`src/rtl/corr_pkg.sv`:
```
// Correlator package with the frame sizes, count bounds, credit depth, word layout and enums.
package corr_pkg;

	// Input lines and the pairs formed from them.
	localparam int num_lines = 4;
	localparam int num_baselines = num_lines * (num_lines - 1) / 2;

	// Pair members in baseline order (0,1) (0,2) (0,3) (1,2) (1,3) (2,3).
	localparam int bl_first [num_baselines] = '{0, 0, 0, 1, 1, 2};
	localparam int bl_second [num_baselines] = '{1, 2, 3, 2, 3, 3};

	localparam int resolution = 10; // Width of every result word.
	localparam int max_pulses = 1023; // Pulse counters hold here.
	localparam int acc_bound = 511; // Accumulators stop at plus or minus this value.

	localparam int frame_words = 11;
	localparam int word_index_width = 4;
	localparam int integ_len_width = 12;

	localparam int num_credits = 4;
	localparam int credit_width = $clog2(num_credits + 1);

	// Position of each field inside a frame.
	localparam int count_base = 0;
	localparam int acc_base = count_base + num_lines;
	localparam int status_index = acc_base + num_baselines;

	typedef logic [resolution-1:0] count_t;
	typedef logic signed [resolution-1:0] acc_t;

	typedef enum logic {
		acc_product,
		acc_difference
	} acc_mode_e;

	typedef enum logic {
		ser_idle,
		ser_send
	} ser_state_e;

endpackage

```
`src/rtl/corr_frame_if.sv`:
```
// Frame bus that carries the end-of-frame strobe and the frame snapshot to the serializer.
`timescale 1ns/10ps

interface corr_frame_if;
	import corr_pkg::*;

	logic dump; // One cycle wide, raised with the last sample of a frame.
	count_t counts [num_lines];
	acc_t acc_values [num_baselines];
	logic [num_baselines-1:0] acc_overflow;

	// The counting blocks each drive their own part of the bus.
	modport src (
		output dump,
		output counts,
		output acc_values,
		output acc_overflow
	);

	modport dst (
		input dump,
		input counts,
		input acc_values,
		input acc_overflow
	);

endinterface

```
`src/rtl/baseline_accumulator.sv`:
```
// Baseline accumulator with one bounded signed sum per line pair in product or difference mode.
`timescale 1ns/10ps

module baseline_accumulator (
	input logic clk,
	input logic reset,
	input logic sample_valid,
	input logic [corr_pkg::num_lines-1:0] sample_bits,
	input corr_pkg::acc_mode_e mode,
	corr_frame_if.src frame
);
	import corr_pkg::*;

	acc_t acc_q [num_baselines];
	acc_t acc_next [num_baselines];
	acc_t step [num_baselines];
	logic [num_baselines-1:0] at_bound;
	logic [num_baselines-1:0] next_at_bound;

	always_comb begin
		logic bit_a;
		logic bit_b;
		for (int i = 0; i < num_baselines; i++) begin
			bit_a = sample_bits[bl_first[i]];
			bit_b = sample_bits[bl_second[i]];
			if (mode == acc_product) begin
				step[i] = acc_t'(bit_a & bit_b);
			end else begin
				step[i] = acc_t'(bit_a) - acc_t'(bit_b); // Ranges from -1 to +1.
			end
		end
	end

	always_comb begin
		for (int i = 0; i < num_baselines; i++) begin
			at_bound[i] = (acc_q[i] == acc_t'(acc_bound)) || (acc_q[i] == -acc_t'(acc_bound));
			acc_next[i] = acc_q[i];
			// A sum that touched the bound is frozen for the rest of the frame.
			if (sample_valid && !at_bound[i]) begin
				acc_next[i] = acc_q[i] + step[i];
			end
			next_at_bound[i] = (acc_next[i] == acc_t'(acc_bound)) ||
				(acc_next[i] == -acc_t'(acc_bound));
		end
	end

	assign frame.acc_values = acc_next;
	assign frame.acc_overflow = next_at_bound; // Flags follow the values they describe.

	always_ff @(posedge clk) begin
		if (!reset) begin
			for (int i = 0; i < num_baselines; i++) begin
				acc_q[i] <= '0;
			end
		end else if (frame.dump) begin
			for (int i = 0; i < num_baselines; i++) begin
				acc_q[i] <= '0;
			end
		end else begin
			acc_q <= acc_next;
		end
	end

	for (genvar i = 0; i < num_baselines; i++) begin : g_acc_check
		a_acc_bound: assert property (
			@(posedge clk) disable iff (!reset)
			(acc_q[i] <= acc_t'(acc_bound)) && (acc_q[i] >= -acc_t'(acc_bound))
		);
	end

endmodule

```
`src/rtl/correlator_top.sv`:
```
// Correlator core top level that joins sample counting, frame control and credit-based readout.
`timescale 1ns/10ps

module correlator_top (
	input logic clk,
	input logic reset,
	input logic sample_valid,
	input logic [corr_pkg::num_lines-1:0] sample_bits,
	input logic [corr_pkg::integ_len_width-1:0] integ_len,
	input corr_pkg::acc_mode_e mode_in,
	input logic credit_return,
	output logic out_valid,
	output logic [corr_pkg::word_index_width-1:0] out_index,
	output logic [corr_pkg::resolution-1:0] out_data,
	output logic overrun
);
	import corr_pkg::*;

	acc_mode_e mode; // Mode held for the current frame.

	corr_frame_if frame_bus ();

	integration_control integration_control_inst (
		.clk(clk),
		.reset(reset),
		.sample_valid(sample_valid),
		.integ_len(integ_len),
		.mode_in(mode_in),
		.mode(mode),
		.frame(frame_bus.src)
	);

	pulse_counter_bank pulse_counter_bank_inst (
		.clk(clk),
		.reset(reset),
		.sample_valid(sample_valid),
		.sample_bits(sample_bits),
		.frame(frame_bus.src)
	);

	baseline_accumulator baseline_accumulator_inst (
		.clk(clk),
		.reset(reset),
		.sample_valid(sample_valid),
		.sample_bits(sample_bits),
		.mode(mode),
		.frame(frame_bus.src)
	);

	// Readout runs on its own and only sees the frame bus.
	frame_serializer frame_serializer_inst (
		.clk(clk),
		.reset(reset),
		.frame(frame_bus.dst),
		.credit_return(credit_return),
		.out_valid(out_valid),
		.out_index(out_index),
		.out_data(out_data),
		.overrun(overrun)
	);

endmodule

```
`src/rtl/frame_serializer.sv`:
```
// Frame serializer that sends each captured frame word by word under credit flow control.
`timescale 1ns/10ps

module frame_serializer (
	input logic clk,
	input logic reset,
	corr_frame_if.dst frame,
	input logic credit_return,
	output logic out_valid,
	output logic [corr_pkg::word_index_width-1:0] out_index,
	output logic [corr_pkg::resolution-1:0] out_data,
	output logic overrun
);
	import corr_pkg::*;

	localparam logic [word_index_width-1:0] last_word = word_index_width'(frame_words - 1);

	ser_state_e state;
	logic [word_index_width-1:0] word_idx;
	logic [credit_width-1:0] credits;
	logic [resolution-1:0] words [frame_words];
	logic capture;

	// A frame is taken only when the previous one has fully left.
	assign capture = frame.dump && (state == ser_idle);

	always_ff @(posedge clk) begin
		if (capture) begin
			for (int i = 0; i < num_lines; i++) begin
				words[count_base + i] <= frame.counts[i];
			end
			for (int i = 0; i < num_baselines; i++) begin
				words[acc_base + i] <= frame.acc_values[i]; // Two's complement bits.
			end
			words[status_index] <= resolution'(frame.acc_overflow);
		end
	end

	assign out_valid = (state == ser_send) && (credits != '0);
	assign out_index = word_idx;
	assign out_data = words[word_idx];

	// Every word sent costs a credit and the receiver hands them back one per cycle.
	always_ff @(posedge clk) begin
		if (!reset) begin
			credits <= credit_width'(num_credits);
		end else begin
			case ({out_valid, credit_return})
				2'b10: credits <= credits - 1'b1;
				2'b01: credits <= credits + 1'b1;
				default: credits <= credits;
			endcase
		end
	end

	always_ff @(posedge clk) begin
		if (!reset) begin
			state <= ser_idle;
			word_idx <= '0;
			overrun <= 1'b0;
		end else begin
			case (state)
				ser_idle: begin
					if (frame.dump) begin
						state <= ser_send;
						word_idx <= '0;
					end
				end
				ser_send: begin
					if (frame.dump) begin
						overrun <= 1'b1; // That frame is lost. The flag stays up.
					end
					if (out_valid) begin
						if (word_idx == last_word) begin
							state <= ser_idle;
							word_idx <= '0;
						end else begin
							word_idx <= word_idx + 1'b1;
						end
					end
				end
				default: state <= ser_idle;
			endcase
		end
	end

	// The receiver must never give back more credits than it was sent.
	a_credit_limit: assert property (
		@(posedge clk) disable iff (!reset)
		credits <= num_credits
	);

	a_index_in_frame: assert property (
		@(posedge clk) disable iff (!reset)
		out_valid |-> (word_idx <= last_word)
	);

endmodule

```
`src/rtl/integration_control.sv`:
```
// Integration controller that counts accepted samples and strobes dump at the end of each frame.
`timescale 1ns/10ps

module integration_control (
	input logic clk,
	input logic reset,
	input logic sample_valid,
	input logic [corr_pkg::integ_len_width-1:0] integ_len,
	input corr_pkg::acc_mode_e mode_in,
	output corr_pkg::acc_mode_e mode,
	corr_frame_if.src frame
);
	import corr_pkg::*;

	logic [integ_len_width-1:0] sample_cnt;
	logic [integ_len_width-1:0] len_q;
	logic [integ_len_width-1:0] len_eff;
	logic [integ_len_width:0] cnt_plus_one;
	logic first_sample;
	acc_mode_e mode_q;

	// No sample of the current frame has been taken yet.
	assign first_sample = (sample_cnt == '0);

	// The first sample sees the live settings, later ones see the latched copies.
	always_comb begin
		if (!first_sample) begin
			len_eff = len_q;
		end else if (integ_len == '0) begin
			len_eff = integ_len_width'(1); // A zero length behaves as one.
		end else begin
			len_eff = integ_len;
		end
	end

	assign mode = first_sample ? mode_in : mode_q;
	assign cnt_plus_one = {1'b0, sample_cnt} + 1'b1;
	assign frame.dump = sample_valid && (cnt_plus_one == {1'b0, len_eff});

	always_ff @(posedge clk) begin
		if (!reset) begin
			sample_cnt <= '0;
			len_q <= '0;
			mode_q <= acc_product;
		end else if (sample_valid) begin
			if (first_sample) begin
				len_q <= len_eff;
				mode_q <= mode_in;
			end
			sample_cnt <= frame.dump ? '0 : cnt_plus_one[integ_len_width-1:0];
		end
	end

	// Inside a frame the sample count stays below the latched length.
	a_cnt_below_len: assert property (
		@(posedge clk) disable iff (!reset)
		!first_sample |-> (sample_cnt < len_q)
	);

endmodule

```
`src/rtl/pulse_counter_bank.sv`:
```
// Pulse counter bank that keeps a saturating count of ones on each input line.
`timescale 1ns/10ps

module pulse_counter_bank (
	input logic clk,
	input logic reset,
	input logic sample_valid,
	input logic [corr_pkg::num_lines-1:0] sample_bits,
	corr_frame_if.src frame
);
	import corr_pkg::*;

	count_t count_q [num_lines];
	count_t count_next [num_lines];

	always_comb begin
		for (int i = 0; i < num_lines; i++) begin
			count_next[i] = count_q[i];
			if (sample_valid && sample_bits[i] && (count_q[i] < count_t'(max_pulses))) begin
				count_next[i] = count_q[i] + count_t'(1);
			end
		end
	end

	// The snapshot already holds the sample that arrives together with dump.
	assign frame.counts = count_next;

	// Dump comes from the integration controller. This block only reads it.
	always_ff @(posedge clk) begin
		if (!reset) begin
			for (int i = 0; i < num_lines; i++) begin
				count_q[i] <= '0;
			end
		end else if (frame.dump) begin
			for (int i = 0; i < num_lines; i++) begin
				count_q[i] <= '0; // The next frame starts empty.
			end
		end else begin
			count_q <= count_next;
		end
	end

	// A saturated count holds until its frame is dumped and never wraps.
	for (genvar i = 0; i < num_lines; i++) begin : g_count_check
		a_count_bound: assert property (
			@(posedge clk) disable iff (!reset)
			((count_q[i] == count_t'(max_pulses)) && !frame.dump) |=>
				(count_q[i] == count_t'(max_pulses))
		);
	end

endmodule
```
`config.mk`:
```
export PLATFORM = sky130hd
export DESIGN_NAME = correlator_top
export DESIGN_NICKNAME = d
export VERILOG_FILES = /design/src/rtl/corr_pkg.sv /design/src/rtl/corr_frame_if.sv /design/src/rtl/baseline_accumulator.sv /design/src/rtl/correlator_top.sv /design/src/rtl/frame_serializer.sv /design/src/rtl/integration_control.sv /design/src/rtl/pulse_counter_bank.sv
export SDC_FILE = /design/constraint.sdc
export NUM_CORES = 1
export LEC_CHECK = 0
export BUFFER_PORTS_ARGS = -buffer_cell sky130_fd_sc_hd__buf_2
export CAP_MARGIN = 20
export CORE_ASPECT_RATIO = 0.75
export CORE_UTILIZATION = 27
export DETAILED_ROUTE_END_ITERATION = 12
export GPL_ROUTABILITY_DRIVEN = 0
export PLACE_DENSITY = 0.49
export SETUP_SLACK_MARGIN = 0.4
export SLEW_MARGIN = 20
export SYNTH_ARGS = -nofsm -noshare
export SYNTH_HDL_FRONTEND = slang
export SYNTH_SLANG_ARGS = --single-unit
```
`constraint.sdc`:
```
create_clock -name clk -period 7.35 [get_ports clk]
set_input_delay 1.8375 -clock clk [delete_from_list [all_inputs] [get_ports clk]]
set_output_delay 1.8375 -clock clk [all_outputs]
set_load 0.05 [all_outputs]
```
==> run summary, run 1 <==
Post-Route Skew - 0.0132 ns
Most frequent cells in the layout - 137 x dfxtp_1, 108 x nand2_1, 106 x edfxtp_1, 78 x nor2_1, 75 x ha_1
DRT Wirelength - 34200 um
DR WL/cell - 17.2 um
Arrival time at the worst endpoint - 5.48 ns
CTS Root Cell - clkbuf_16
Number of synthesized flops with an enable pin - 106
CTS Hold Bufs - 0
Slowest-stage cell, CP - a21boi_1
Hold WC Path Type - flop to flop
Post-synth top area cell - edfxtp_1
Total GRT Usage - 13.7%
Final max-slew violation count - 0
Die width - 259 um
Final setup fails - 0
Static Leak - 6.11 nW
Final hold vios - 0
Vias/cell - 4.77
DPL Wire Length - 24700 um
I/O pin total - 37
Worst-path maximum fanout - 10
Post-CTS Resized - 0
Kind of critical path - input port to flop
Setup TNS - 0 ns
# rows - 70
Crit-path cells - buf_2 > inv_1 > ha_1 > a21boi_1 > ha_1 > a21o_1 > a211o_1 > a2111o_1 > a31o_2 > a31oi_1 > nand3_1 > or4_1 > o41ai_1
Synth top area share - 23.7%
Syn Nets - 1388
Worst setup EP type - flop
Area growth, synth to finish - 13.0%
Pre-antenna DRT Iters - 5
Syn avg cell area - 10.4 um2
Clock-pin slew of the registers on the worst-case setup and hold paths - 0.06 ns
Worst skew pair latency - 0.55 ns
Post-Syn Instances - 1285
Clock buffer depth - 3
Initial Utilization - 27.5%
# port buffers - 36
CP required - 7.70 ns
CP dominant cell by count - ha_1
Cell family contributing the most delay on the critical path - compound AO/OA/AOI/OAI gates
Maximum clock frequency - 0.195 GHz
Postcts setup bufs - 0
H-tree Lvls - 1
Buf/Inv on CP - 2
Max-cap violation count - 0
Post-synthesis sequential area ratio - 44.3%
Core Area - 0.0489 mm2
Layout cells sized above 1 - 12.0%
Largest net degree at the start of global routing - 64
Drt drc - 0
Final core utilization - 31.0%
Seq cells post-synth - 244
Vias - 9466
Clock sink total - 244
GR Overflow Total - 0
CTS tree - built
Number of buffers created by CTS - 28
Number of fillers in the final layout - 4982
Pwr per Cell Area - 213 mW/mm2
Peak VDD IR - 0.171 mV
Initial antenna violation count - 1
Tmin final - 5.13 ns
Fin nets - 1415
Pre-CTS WS - 1.69 ns
Slew Limit Headroom - 34.2%
Synth area leaders - edfxtp_1 24%, dfxtp_1 21%, ha_1 7.0%
Status - completed
Max incr delay on CP - 0.78 ns
Leading cell type in the layout, fill and taps excluded - dfxtp_1
RSZ-0062 raised after global routing - false
Post-synth cell types - 60
Mapped cell area - 0.0134 mm2
Die Ht - 195 um
Die ar. - 0.0506 mm2
Vias in the first global route - 9363
Initial drt markers - 685
Final worst setup slack - 2.22 ns
Crit start category - input port
Post-route ant nets - 0
Period utilization - 69.8%
Warnings from Yosys - 0
Top FF cell, synth - dfxtp_1
First-pass GRT wire length - 54600 um
FFs w/ async S/R, synth - 0%
Tightest Pin Transition - 0.984 ns
[cell families after synthesis]
logic type,synth area share (%)
xor+xnor,7.83
simple gates,17.7
buf+inv,3.37
fa+ha+maj,8.04
mux,10.7
compound gates,8.05
flops,44.3
[final cells by class]
| cell class | instances | area [um2] | share of cell area, % |
|---|---|---|---|
| clock inverters | 8 | 95.1 | 0.627 |
| multi-input cells | 933 | 7030 | 46.4 |
| diodes | 1 | 2.50 | 0.0165 |
| clock buffers | 44 | 802 | 5.29 |
| well taps | 648 | 811 | 5.35 |
| flip-flops and latches | 244 | 5950 | 39.2 |
| repair buffers | 46 | 255 | 1.68 |
| inverters | 59 | 221 | 1.46 |
[final timing paths]
check	startpoint	endpoint	slack, ns	cells past startpoint
worst max-delay path	sample_bits[0]	frame_serializer_inst.words[10][0]	2.22	13
worst min-delay path	integration_control_inst.len_q[7]	integration_control_inst.len_q[7]	0.46	2
worst max register to register	integration_control_inst.sample_cnt[9]	frame_serializer_inst.words[10][0]	2.68	12
worst min register to register	integration_control_inst.len_q[7]	integration_control_inst.len_q[7]	0.46	2
[through the flow]
stage / hold WS [ns] / instance area, um2 / instances / power (mW)
finish: 0.462 / 15200 / 1983 / 3.24
global route: 0.489 / 15200 / 1982 / 3.38
CTS: 0.467 / 15200 / 1982 / 3.28
detailed placement: 0.458 / 14300 / 1930 / 1.89
global placement: 0.451 / 14300 / 1930 / 1.89
floorplan: 0.441 / 13400 / 1285 / 1.79
[flip-flops by register name, summed over array words and instances, names as in the netlist, 3 cells and up, named ones only]
register                             flops
baseline_accumulator_inst.acc_q         60
frame_serializer_inst.credits            3
frame_serializer_inst.out_index          4
frame_serializer_inst.words            106
integration_control_inst.len_q          12
integration_control_inst.sample_cnt     12
pulse_counter_bank_inst.count_q         40
[power breakdown]
| group | internal [mW] | switching [mW] | leakage, nW | total [mW] |
|---|---|---|---|---|
| Combinational | 0.156 | 0.219 | 3.63 | 0.375 |
| Sequential | 1.45 | 0.0364 | 2.05 | 1.49 |
| Clock | 0.816 | 0.556 | 0.433 | 1.37 |
[synth_stat cells (4+ instances only)]
master       n
nor4_1      19
dfxtp_1    138
a21o_1       6
nand2_1    109
a21boi_0    16
fa_1         7
nand3_1     42
nor2b_1     25
and4_1       8
a31o_2       6
mux2i_1     60
buf_1        9
or4b_2       5
a211oi_1     8
xnor2_1     74
ha_1        75
nor2_1      79
clkbuf_1    27
or3_1        7
nor3_1      37
o211ai_1     9
buf_2        8
mux4_2      20
o22ai_1      4
inv_1       59
o2111ai_1    5
edfxtp_1   106
o21ai_0     38
a21oi_1     32
nand4_1     19
o21bai_1    10
and2_1      14
xor2_1      46
buf_6        5
and3_1      73
o21a_1       4
mux2_2      34
[routing by layer]
| metal | global-route usage (%) | share of wire [%] | vias up |
|---|---|---|---|
| met3 | 2.13 | 3.8 | 36 |
| met5 | 0 | 0 | - |
| met2 | 20.0 | 41 | 143 |
| met4 | 2.40 | 1.4 | 0 |
| met1 | 21.2 | 54 | 4554 |
| li1 | - | - | 4733 |
[tightest hold or removal path, delay by kind of cell (launching register included)]
| family | cells | cell delay, ns |
|---|---|---|
| compound gates | 1 | 0.06 |
| flops | 1 | 0.31 |
| simple gates | 1 | 0.05 |
Note: power is estimated with default switching activity, not from simulation.
==> run 2, diff against run 1 <==
--- a/config.mk
+++ b/config.mk
@@ -5,13 +5,14 @@
 export SDC_FILE = /design/constraint.sdc
 export NUM_CORES = 1
 export LEC_CHECK = 0
+export ABC_AREA = 1
 export BUFFER_PORTS_ARGS = -buffer_cell sky130_fd_sc_hd__buf_2
 export CAP_MARGIN = 20
 export CORE_ASPECT_RATIO = 0.75
 export CORE_UTILIZATION = 27
 export DETAILED_ROUTE_END_ITERATION = 12
 export GPL_ROUTABILITY_DRIVEN = 0
-export PLACE_DENSITY = 0.49
+export PLACE_DENSITY = 0.48
 export SETUP_SLACK_MARGIN = 0.4
 export SLEW_MARGIN = 20
 export SYNTH_ARGS = -nofsm -noshare
==> constraint.sdc (replaced) <==
create_clock -name clk -period 5.1 [get_ports clk]
set_input_delay 1.275 -clock clk [delete_from_list [all_inputs] [get_ports clk]]
set_output_delay 1.275 -clock clk [all_outputs]
set_load 0.05 [all_outputs]
==> run 2 against run 1 <==
  * Sequential share of layout area shrank 2.7 points
  * Synthesized cell count grew 44%
  * Sequential power grew 44%
  * Synthesized area grew 5.5%
  * Combinational power grew 70%
  * Global-route usage grew 0.53 points
  * Critical path depth shrank 7
  * Die area grew 5.5%
  * Non-clock buffer count grew 7
  * Worst setup slack lost 1.3 ns
  * Sequential cell count is the same
  * Critical endpoint is now out_data[4]
  * Largest power group is now the clock network
==> run summary, run 2 <==
Status - completed
# port buffers - 36 (unchanged)
Syn Nets - 1957 (+41%)
Worst-path maximum fanout - 24 (+14)
Ant diodes - 0 (-1)
Die Ht - 200 um (+2.7%)
Die ar. - 0.0534 mm2 (+5.5%)
Synth top area share - 22.5% (-1.2 points)
First-pass GRT wire length - 61200 um (+12%)
Tightest Pin Transition - 0.898 ns (-0.0866 ns)
FFs w/ async S/R, synth - 0% (unchanged)
Number of buffers created by CTS - 30 (+7.1%)
Post-Syn Instances - 1854 (+44%)
Sw frac - 26.2% (+1.1 points)
Post-synthesis sequential area ratio - 42.0% (-2.3 points)
DRT Wirelength - 38300 um (+12%)
Maximum clock frequency - 0.241 GHz
Warnings from Yosys - 0 (unchanged)
Slowest-stage cell, CP - dfxtp_1
CP dominant cell by count - o211ai_1
Cell family contributing the most delay on the critical path - flip-flops
Setup TNS - 0 ns (unchanged)
Post-Route Skew - 0.0209 ns (+0.00769 ns)
Postcts setup bufs - 0 (unchanged)
Most frequent cells in the layout - 445 x nand2_1, 244 x nor2_1, 233 x inv_1, 137 x dfxtp_1, 126 x nand3_1
R2R Path End - frame_serializer_inst.words[10][5]
Drt drc - 0 (unchanged)
Int Power - 3.82 mW (+58%)
Vias in the first global route - 11200 (+20%)
Top FF cell, synth - dfxtp_1
Final setup fails - 0 (unchanged)
Comb pwr share - 12.3% (+0.7 points)
Vias/cell - 4.60 (-3.7%)
Number of synthesized flops with an enable pin - 106 (unchanged)
Post-CTS Resized - 0 (unchanged)
Sw power - 1.35 mW (+67%)
Top Registers - frame_serializer_inst.words x106, baseline_accumulator_inst.acc_q x60, pulse_counter_bank_inst.count_q x40
Area of the multi-input gates - 0.00710 mm2 (+1.0%)
Final worst setup slack - 0.953 ns (-1.27 ns)
Kind of critical path - flop to primary output
Final max-slew violation count - 0 (unchanged)
Pwr per Cell Area - 318 mW/mm2 (+49%)
Period utilization - 81.3%
Fin nets - 1999 (+41%)
GR Overflow Total - 0 (unchanged)
CTS Hold Bufs - 0 (unchanged)
Pre-CTS WS - 0.832 ns (-0.863 ns)
Tmin final - 4.15 ns
Initial antenna violation count - 2 (+1)
RSZ-0062 raised after global routing - false
FF-to-FF Start - integration_control_inst.sample_cnt[0]
Post-route ant nets - 0 (unchanged)
R2R depth - 24 (+12)
Leading cell types by count after synthesis - 445 x nand2_1, 245 x nor2_1, 233 x inv_1
Vias - 12100 (+27%)
Number of fillers in the final layout - 5526 (+11%)
FF-to-FF setup slack - 1.05 ns (-1.63 ns)
Crit start category - flop
Max FFs per register - 106 (unchanged)
Hold Path End - frame_serializer_inst.overrun
Layout cells sized above 1 - 6.82% (-5.2 points)
Slew Limit Headroom - 40.1% (+5.8 points)
Finished Layout Cells - 2623 (+32%)
Post-synth top area cell - edfxtp_1
# rows - 72 (+2.9%)
Arrival time at the worst endpoint - 2.87 ns (-2.61 ns)
Final hold vios - 0 (unchanged)
DPL Wire Length - 28400 um (+15%)
Total GRT Usage - 14.3% (+0.53 points)
Hold path depth - 1 (-1)
Leading cell type in the layout, fill and taps excluded - nand2_1
H-tree Lvls - 1 (unchanged)
Seq cells post-synth - 244 (unchanged)
Syn avg cell area - 7.64 um2 (-27%)
Most common cell in the netlist - nand2_1
Hold WC Path Type - flop to flop
I/O pin total - 37 (unchanged)
CP required - 3.83 ns (-3.87 ns)
Core Area - 0.0517 mm2 (+5.8%)
Initial drt markers - 768 (+12%)
Worst setup EP type - primary output
Seq pwr share - 41.6% (-4.4 points)
Overall Power - 5.18 mW (+60%)
Post-synth cell types - 50 (-17%)
Clock sink total - 244 (unchanged)
CTS tree - built
HP Start - frame_serializer_inst.overrun
Most flops, register - frame_serializer_inst.words
CTS Root Cell - clkbuf_16
Pre-antenna DRT Iters - 5 (unchanged)
Clock-pin slew of the registers on the worst-case setup and hold paths - 0.06 ns (about the same)
Buf/Inv on CP - 2 (unchanged)
Static Leak - 7.19 nW (+18%)
Crit-path cells - buf_4 > o21ai_0 > o221ai_1 > o211ai_1 > o211ai_1 > buf_2
DR WL/cell - 14.6 um (-15%)
Mapped cell area - 0.0142 mm2 (+5.5%)
Peak VDD IR - 0.272 mV (+59%)
Synth area leaders - edfxtp_1 22%, dfxtp_1 20%, nand2_1 12%
Max incr delay on CP - 0.90 ns (+0.12 ns)
Sequential Area - 0.00595 mm2 (unchanged)
Placed cells - 2567 (+33%)
Max-cap violation count - 0 (unchanged)
Largest net degree at the start of global routing - 107 (+67%)
Final core utilization - 31.5% (+0.45 points)
Clock buffer depth - 3 (unchanged)
Worst skew pair latency - 0.57 ns (+0.02 ns)
Initial Utilization - 27.4% (-0.072 points)
Area growth, synth to finish - 15.0%
Clk network pwr share - 46.2% (+3.8 points)
Die width - 266 um (+2.7%)
-- run 2: changes by cell type after synthesis, sizes merged, moves of 47 or more --
cell / previous run / this run
nand2: 109 / 450
inv: 59 / 239
nor2: 79 / 254
nand3: 43 / 127
and3: 73 / 1
xnor2: 74 / 15
o21ai: 40 / 91
mux2i: 60 / 13
-- run 2: cell families after synthesis --
group           synth area share (%)
buf+inv                         7.92
flops                           42.0
xor+xnor                        4.51
compound gates                  9.60
simple gates                    27.4
fa+ha+maj                       7.61
mux                            0.919
-- run 2: worst max-delay path by stage --
stage / from / slack (ns) / end / cells after the start
2_1_floorplan: integ_len[7] / 1.05 / frame_serializer_inst.words[0][0] / 11
4_1_cts: flop / 0.90 / out_data[2] / 6
5_1_grt: integration_control_inst.sample_cnt[0] / 0.65 / frame_serializer_inst.words[10][4] / 22
6_report: flop / 0.95 / out_data[4] / 6
3_5_place_dp: mode_in / 0.83 / frame_serializer_inst.words[10][1] / 17
3_3_place_gp: mode_in / 0.82 / frame_serializer_inst.words[10][1] / 17
-- run 2: power by group through the flow --
| stage | Clock, mW | Combinational, mW | Sequential (mW) |
|---|---|---|---|
| finish | 2.39 | 0.636 | 2.15 |
| global route | 2.52 | 0.728 | 2.16 |
| CTS | 2.46 | 0.639 | 2.15 |
| detailed placement | 0 | 0.634 | 2.19 |
| global placement | 0 | 0.629 | 2.19 |
| floorplan | 0 | 0.462 | 2.18 |
-- run 2: layout make-up --
| class | instances | area share [%] |
|---|---|---|
| well taps | 703 | 5.40 |
| inverters | 245 | 5.65 |
| clock buffers | 35 | 4.86 |
| clock inverters | 21 | 1.90 |
| repair buffers | 53 | 2.04 |
| multi-input cells | 1322 | 43.6 |
| flip-flops and latches | 244 | 36.5 |
-- run 2: through the flow --
step,instance area (um2),hold slack (ns)
after CTS,16300,0.466
after global placement,15200,0.444
after detailed placement,15200,0.452
after global routing,16300,0.491
after floorplan,14200,0.440
final,16300,0.463
-- run 2: worst reg2reg max path: cells and delay by family (launching register included) --
| kind | cells | cell delay (ns) |
|---|---|---|
| AOI/OAI and AO/OA | 3 | 0.36 |
| adders and majority gates | 3 | 0.89 |
| buffers and inverters | 3 | 0.54 |
| DFF | 1 | 0.36 |
| and+or+nand+nor | 15 | 1.67 |
-- run 2: metal layers --
metal	vias to the layer above	share of wire, %	routed length (um)	GRT usage (%)
met4	2	1.6	596	2.57
met1	5619	53	20300	21.9
met3	37	4.2	1590	1.92
met2	195	41	15800	21.1
li1	6209	-	-	-
met5	-	0.018	7	0
==> run 3, diff against run 2 <==
--- a/config.mk
+++ b/config.mk
@@ -12,7 +12,7 @@
 export CORE_UTILIZATION = 27
 export DETAILED_ROUTE_END_ITERATION = 12
 export GPL_ROUTABILITY_DRIVEN = 0
-export PLACE_DENSITY = 0.48
+export PLACE_DENSITY = 0.49
 export SETUP_SLACK_MARGIN = 0.4
 export SLEW_MARGIN = 20
 export SYNTH_ARGS = -nofsm -noshare
==> constraint.sdc (replaced) <==
create_clock -name clk -period 3.52 [get_ports clk]
set_input_delay 0.88 -clock clk [delete_from_list [all_inputs] [get_ports clk]]
set_output_delay 0.88 -clock clk [all_outputs]
set_load 0.05 [all_outputs]
==> run 3 against run 2 <==
  * Sequential cell count unchanged
  * Worst hold slack improved by 0.0014 ns
  * Total power rose by 45%
  * Final area grew 17%
  * Die area is the same
  * Global-route usage up 0.97 points
  * Critical endpoint is now frame_serializer_inst.words[10][3]
  * Largest cell class unchanged
  * Highest routed layer is now met4
==> run summary, run 3 (synthesized netlist as in run 2, its figures left out) <==
Top Registers - frame_serializer_inst.words x106, baseline_accumulator_inst.acc_q x60, pulse_counter_bank_inst.count_q x40
First-pass GRT wire length - 65400 um (+6.8%)
# rows - 72 (unchanged)
Max FFs per register - 106 (unchanged)
Die ar. - 0.0534 mm2 (unchanged)
# port buffers - 36 (unchanged)
Post-route ant nets - 0 (unchanged)
Post-Route Skew - 0.0144 ns (-0.00646 ns)
Peak VDD IR - 0.396 mV (+45%)
Final max-slew violation count - 0 (unchanged)
CTS tree - built
Clock sink total - 244 (unchanged)
Die width - 266 um (unchanged)
Die Ht - 200 um (unchanged)
Layout cells sized above 1 - 25.0% (+18 points)
CP dominant cell by count - nand2_1
Number of fillers in the final layout - 5351 (-3.2%)
Vias in the first global route - 12000 (+7.2%)
CP required - 3.84 ns (about the same)
Crit start category - flop
Most flops, register - frame_serializer_inst.words
DRT Wirelength - 41800 um (+9.3%)
Cell family contributing the most delay on the critical path - simple AND/OR/NAND/NOR gates
Placed cells - 2660 (+3.6%)
Worst skew pair latency - 0.58 ns (about the same)
Slew Limit Headroom - 56.1% (+16 points)
Worst-path maximum fanout - 5 (-79%)
Overall Power - 7.50 mW (+45%)
Area growth, synth to finish - 34.3%
Max incr delay on CP - 0.36 ns (-0.54 ns)
Max-cap violation count - 0 (unchanged)
Drt drc - 0 (unchanged)
Number of buffers created by CTS - 29 (-3.3%)
Tightest Pin Transition - 0.656 ns (-0.242 ns)
Core Area - 0.0517 mm2 (unchanged)
Vias - 12700 (+5.6%)
I/O pin total - 37 (unchanged)
Total GRT Usage - 15.2% (+0.97 points)
Period utilization - 97.2%
GRT busiest layer - met1
H-tree Lvls - 1 (unchanged)
Hold WS - 0.465 ns (+0.00144 ns)
Area of the multi-input gates - 0.00836 mm2 (+18%)
GR Overflow Total - 0 (unchanged)
Final core utilization - 36.8% (+5.3 points)
Hold WC Path Type - flop to flop
Tmin final - 3.42 ns
Pwr per Cell Area - 394 mW/mm2 (+24%)
Initial antenna violation count - 2 (unchanged)
CTS Root Cell - clkbuf_16
Met1 usage - 23.0% (+1.0 points)
DR WL/cell - 15.0 um (+3.1%)
Finished Layout Cells - 2781 (+6.0%)
Status - completed
Placed Area - 0.0160 mm2 (+5.6%)
Arrival time at the worst endpoint - 3.74 ns (+0.87 ns)
Grt met2 use - 22.7% (+1.5 points)
Final hold vios - 0 (unchanged)
Worst setup EP type - flop
Static Leak - 8.17 nW (+14%)
Slowest-stage cell, CP - fa_2
Initial Utilization - 27.4% (unchanged)
Final setup fails - 0 (unchanged)
DPL Wire Length - 29700 um (+4.7%)
Clock buffer depth - 3 (unchanged)
RSZ-0062 raised after global routing - true
Largest net degree at the start of global routing - 109 (+1.9%)
Buf/Inv on CP - 5 (+3)
Final instance area - 0.0190 mm2 (+17%)
Clock-pin slew of the registers on the worst-case setup and hold paths - 0.06 ns (about the same)
Initial drt markers - 915 (+19%)
Fin nets - 2156 (+7.9%)
Most frequent cells in the layout - 388 x nand2_1, 222 x inv_1, 219 x nor2_1, 130 x buf_4, 129 x dfxtp_1
Maximum clock frequency - 0.292 GHz
CTS Hold Bufs - 0 (unchanged)
Leading cell type in the layout, fill and taps excluded - nand2_1
Vias/cell - 4.58 (-0.39%)
Kind of critical path - flop to flop
Sequential Area - 0.00596 mm2 (+0.25%)
Crit-path cells - inv_4 > ha_4 > nand2_4 > nor2_4 > nand2_4 > o21ai_4 > buf_12 > buf_12 > buf_6 > o21ai_4 > buf_6 > ha_4 > fa_2 > nand4_1 > nand3_2 > nand2_2 > nand2_2 > a21oi_2 > nand2_1 > nand3_2 > and2_4 > nor2_1 > nand2_1 > nand2_1
Pre-antenna DRT Iters - 5 (unchanged)
Met3 Track Usage GR - 2.43% (+0.52 points)
==> run 3: cell count changes in the layout (fill, tap and decap cells not counted), sizes merged <==
cell / previous run / this run
diode: 0 / 2
clkinvlp: 1 / 7
bufinv: 8 / 2
buf: 53 / 207
clkinv: 17 / 19
==> run 3: cell type report <==
cell class | instances | area share [%]
Inverter | 245 | 4.96
Timing Repair Buffer | 209 | 10.1
Multi-Input combinational cell | 1322 | 44.0
Clock inverter | 21 | 0.967
Tap cell | 703 | 4.62
Clock buffer | 33 | 3.95
Sequential cell | 244 | 31.3
Antenna cell | 2 | 0.0263
Timing Repair inverter | 2 | 0.0723
==> run 3: worst register-to-register path: stages (launching register included) <==
cell and delay (ns):
dfxtp_2 0.33, inv_4 0.06, ha_4 0.18, nand2_4 0.07, nor2_4 0.12, nand2_4 0.08, o21ai_4 0.29, buf_12 0.16
buf_12 0.12, buf_6 0.10, o21ai_4 0.05, buf_6 0.12, ha_4 0.16, fa_2 0.36, nand4_1 0.11, nand3_2 0.11
nand2_2 0.10, nand2_2 0.05, a21oi_2 0.13, nand2_1 0.08, nand3_2 0.06, and2_4 0.17, nor2_1 0.05, nand2_1 0.05
nand2_1 0.06
==> run 3: what timing repair did <==
| item | 4_1_cts | 5_1_grt |
|---|---|---|
| setup buffers | 34 | 24 |
| gates resized for setup | 172 | 171 |
| gates cloned | 4 | 3 |
| setup endpoints to repair | 170 | 75 |
| endpoints found under the hold margin | 0 | 0 |
| pin swaps | 73 | 81 |
==> run 3: final timing paths <==
| check | start | endpoint | cells past startpoint | slack, ns |
|---|---|---|---|---|
| min | integration_control_inst.len_q[8] | integration_control_inst.len_q[8] | 2 | 0.46 |
| min reg2reg | integration_control_inst.len_q[8] | integration_control_inst.len_q[8] | 2 | 0.46 |
| max reg2reg | integration_control_inst.sample_cnt[0] | frame_serializer_inst.words[10][3] | 24 | 0.1 |
| max | integration_control_inst.sample_cnt[0] | frame_serializer_inst.words[10][3] | 24 | 0.1 |
==> run 3: metrics by stage <==
stage	TNS, ns	setup WS (ns)
finish	0	0.0973
global placement	-0.684	-0.230
floorplan	-13.12	-0.124
global route	-0.0521	-0.0323
CTS	0	0.174
detailed placement	-0.792	-0.226
==> run 3: power by group <==
part	switching, mW	internal, mW
combinational	0.769	0.620
clock	1.29	1.69
sequential	0.0924	3.04
total	2.15	5.35
==> run 3: layer usage <==
metal	vias to the layer above	wire length, um	share of wire, %
li1	6494	-	-
met1	5962	21500	51
met2	236	17700	42
met3	47	1930	4.6
met4	0	765	1.8
met5	-	0	0
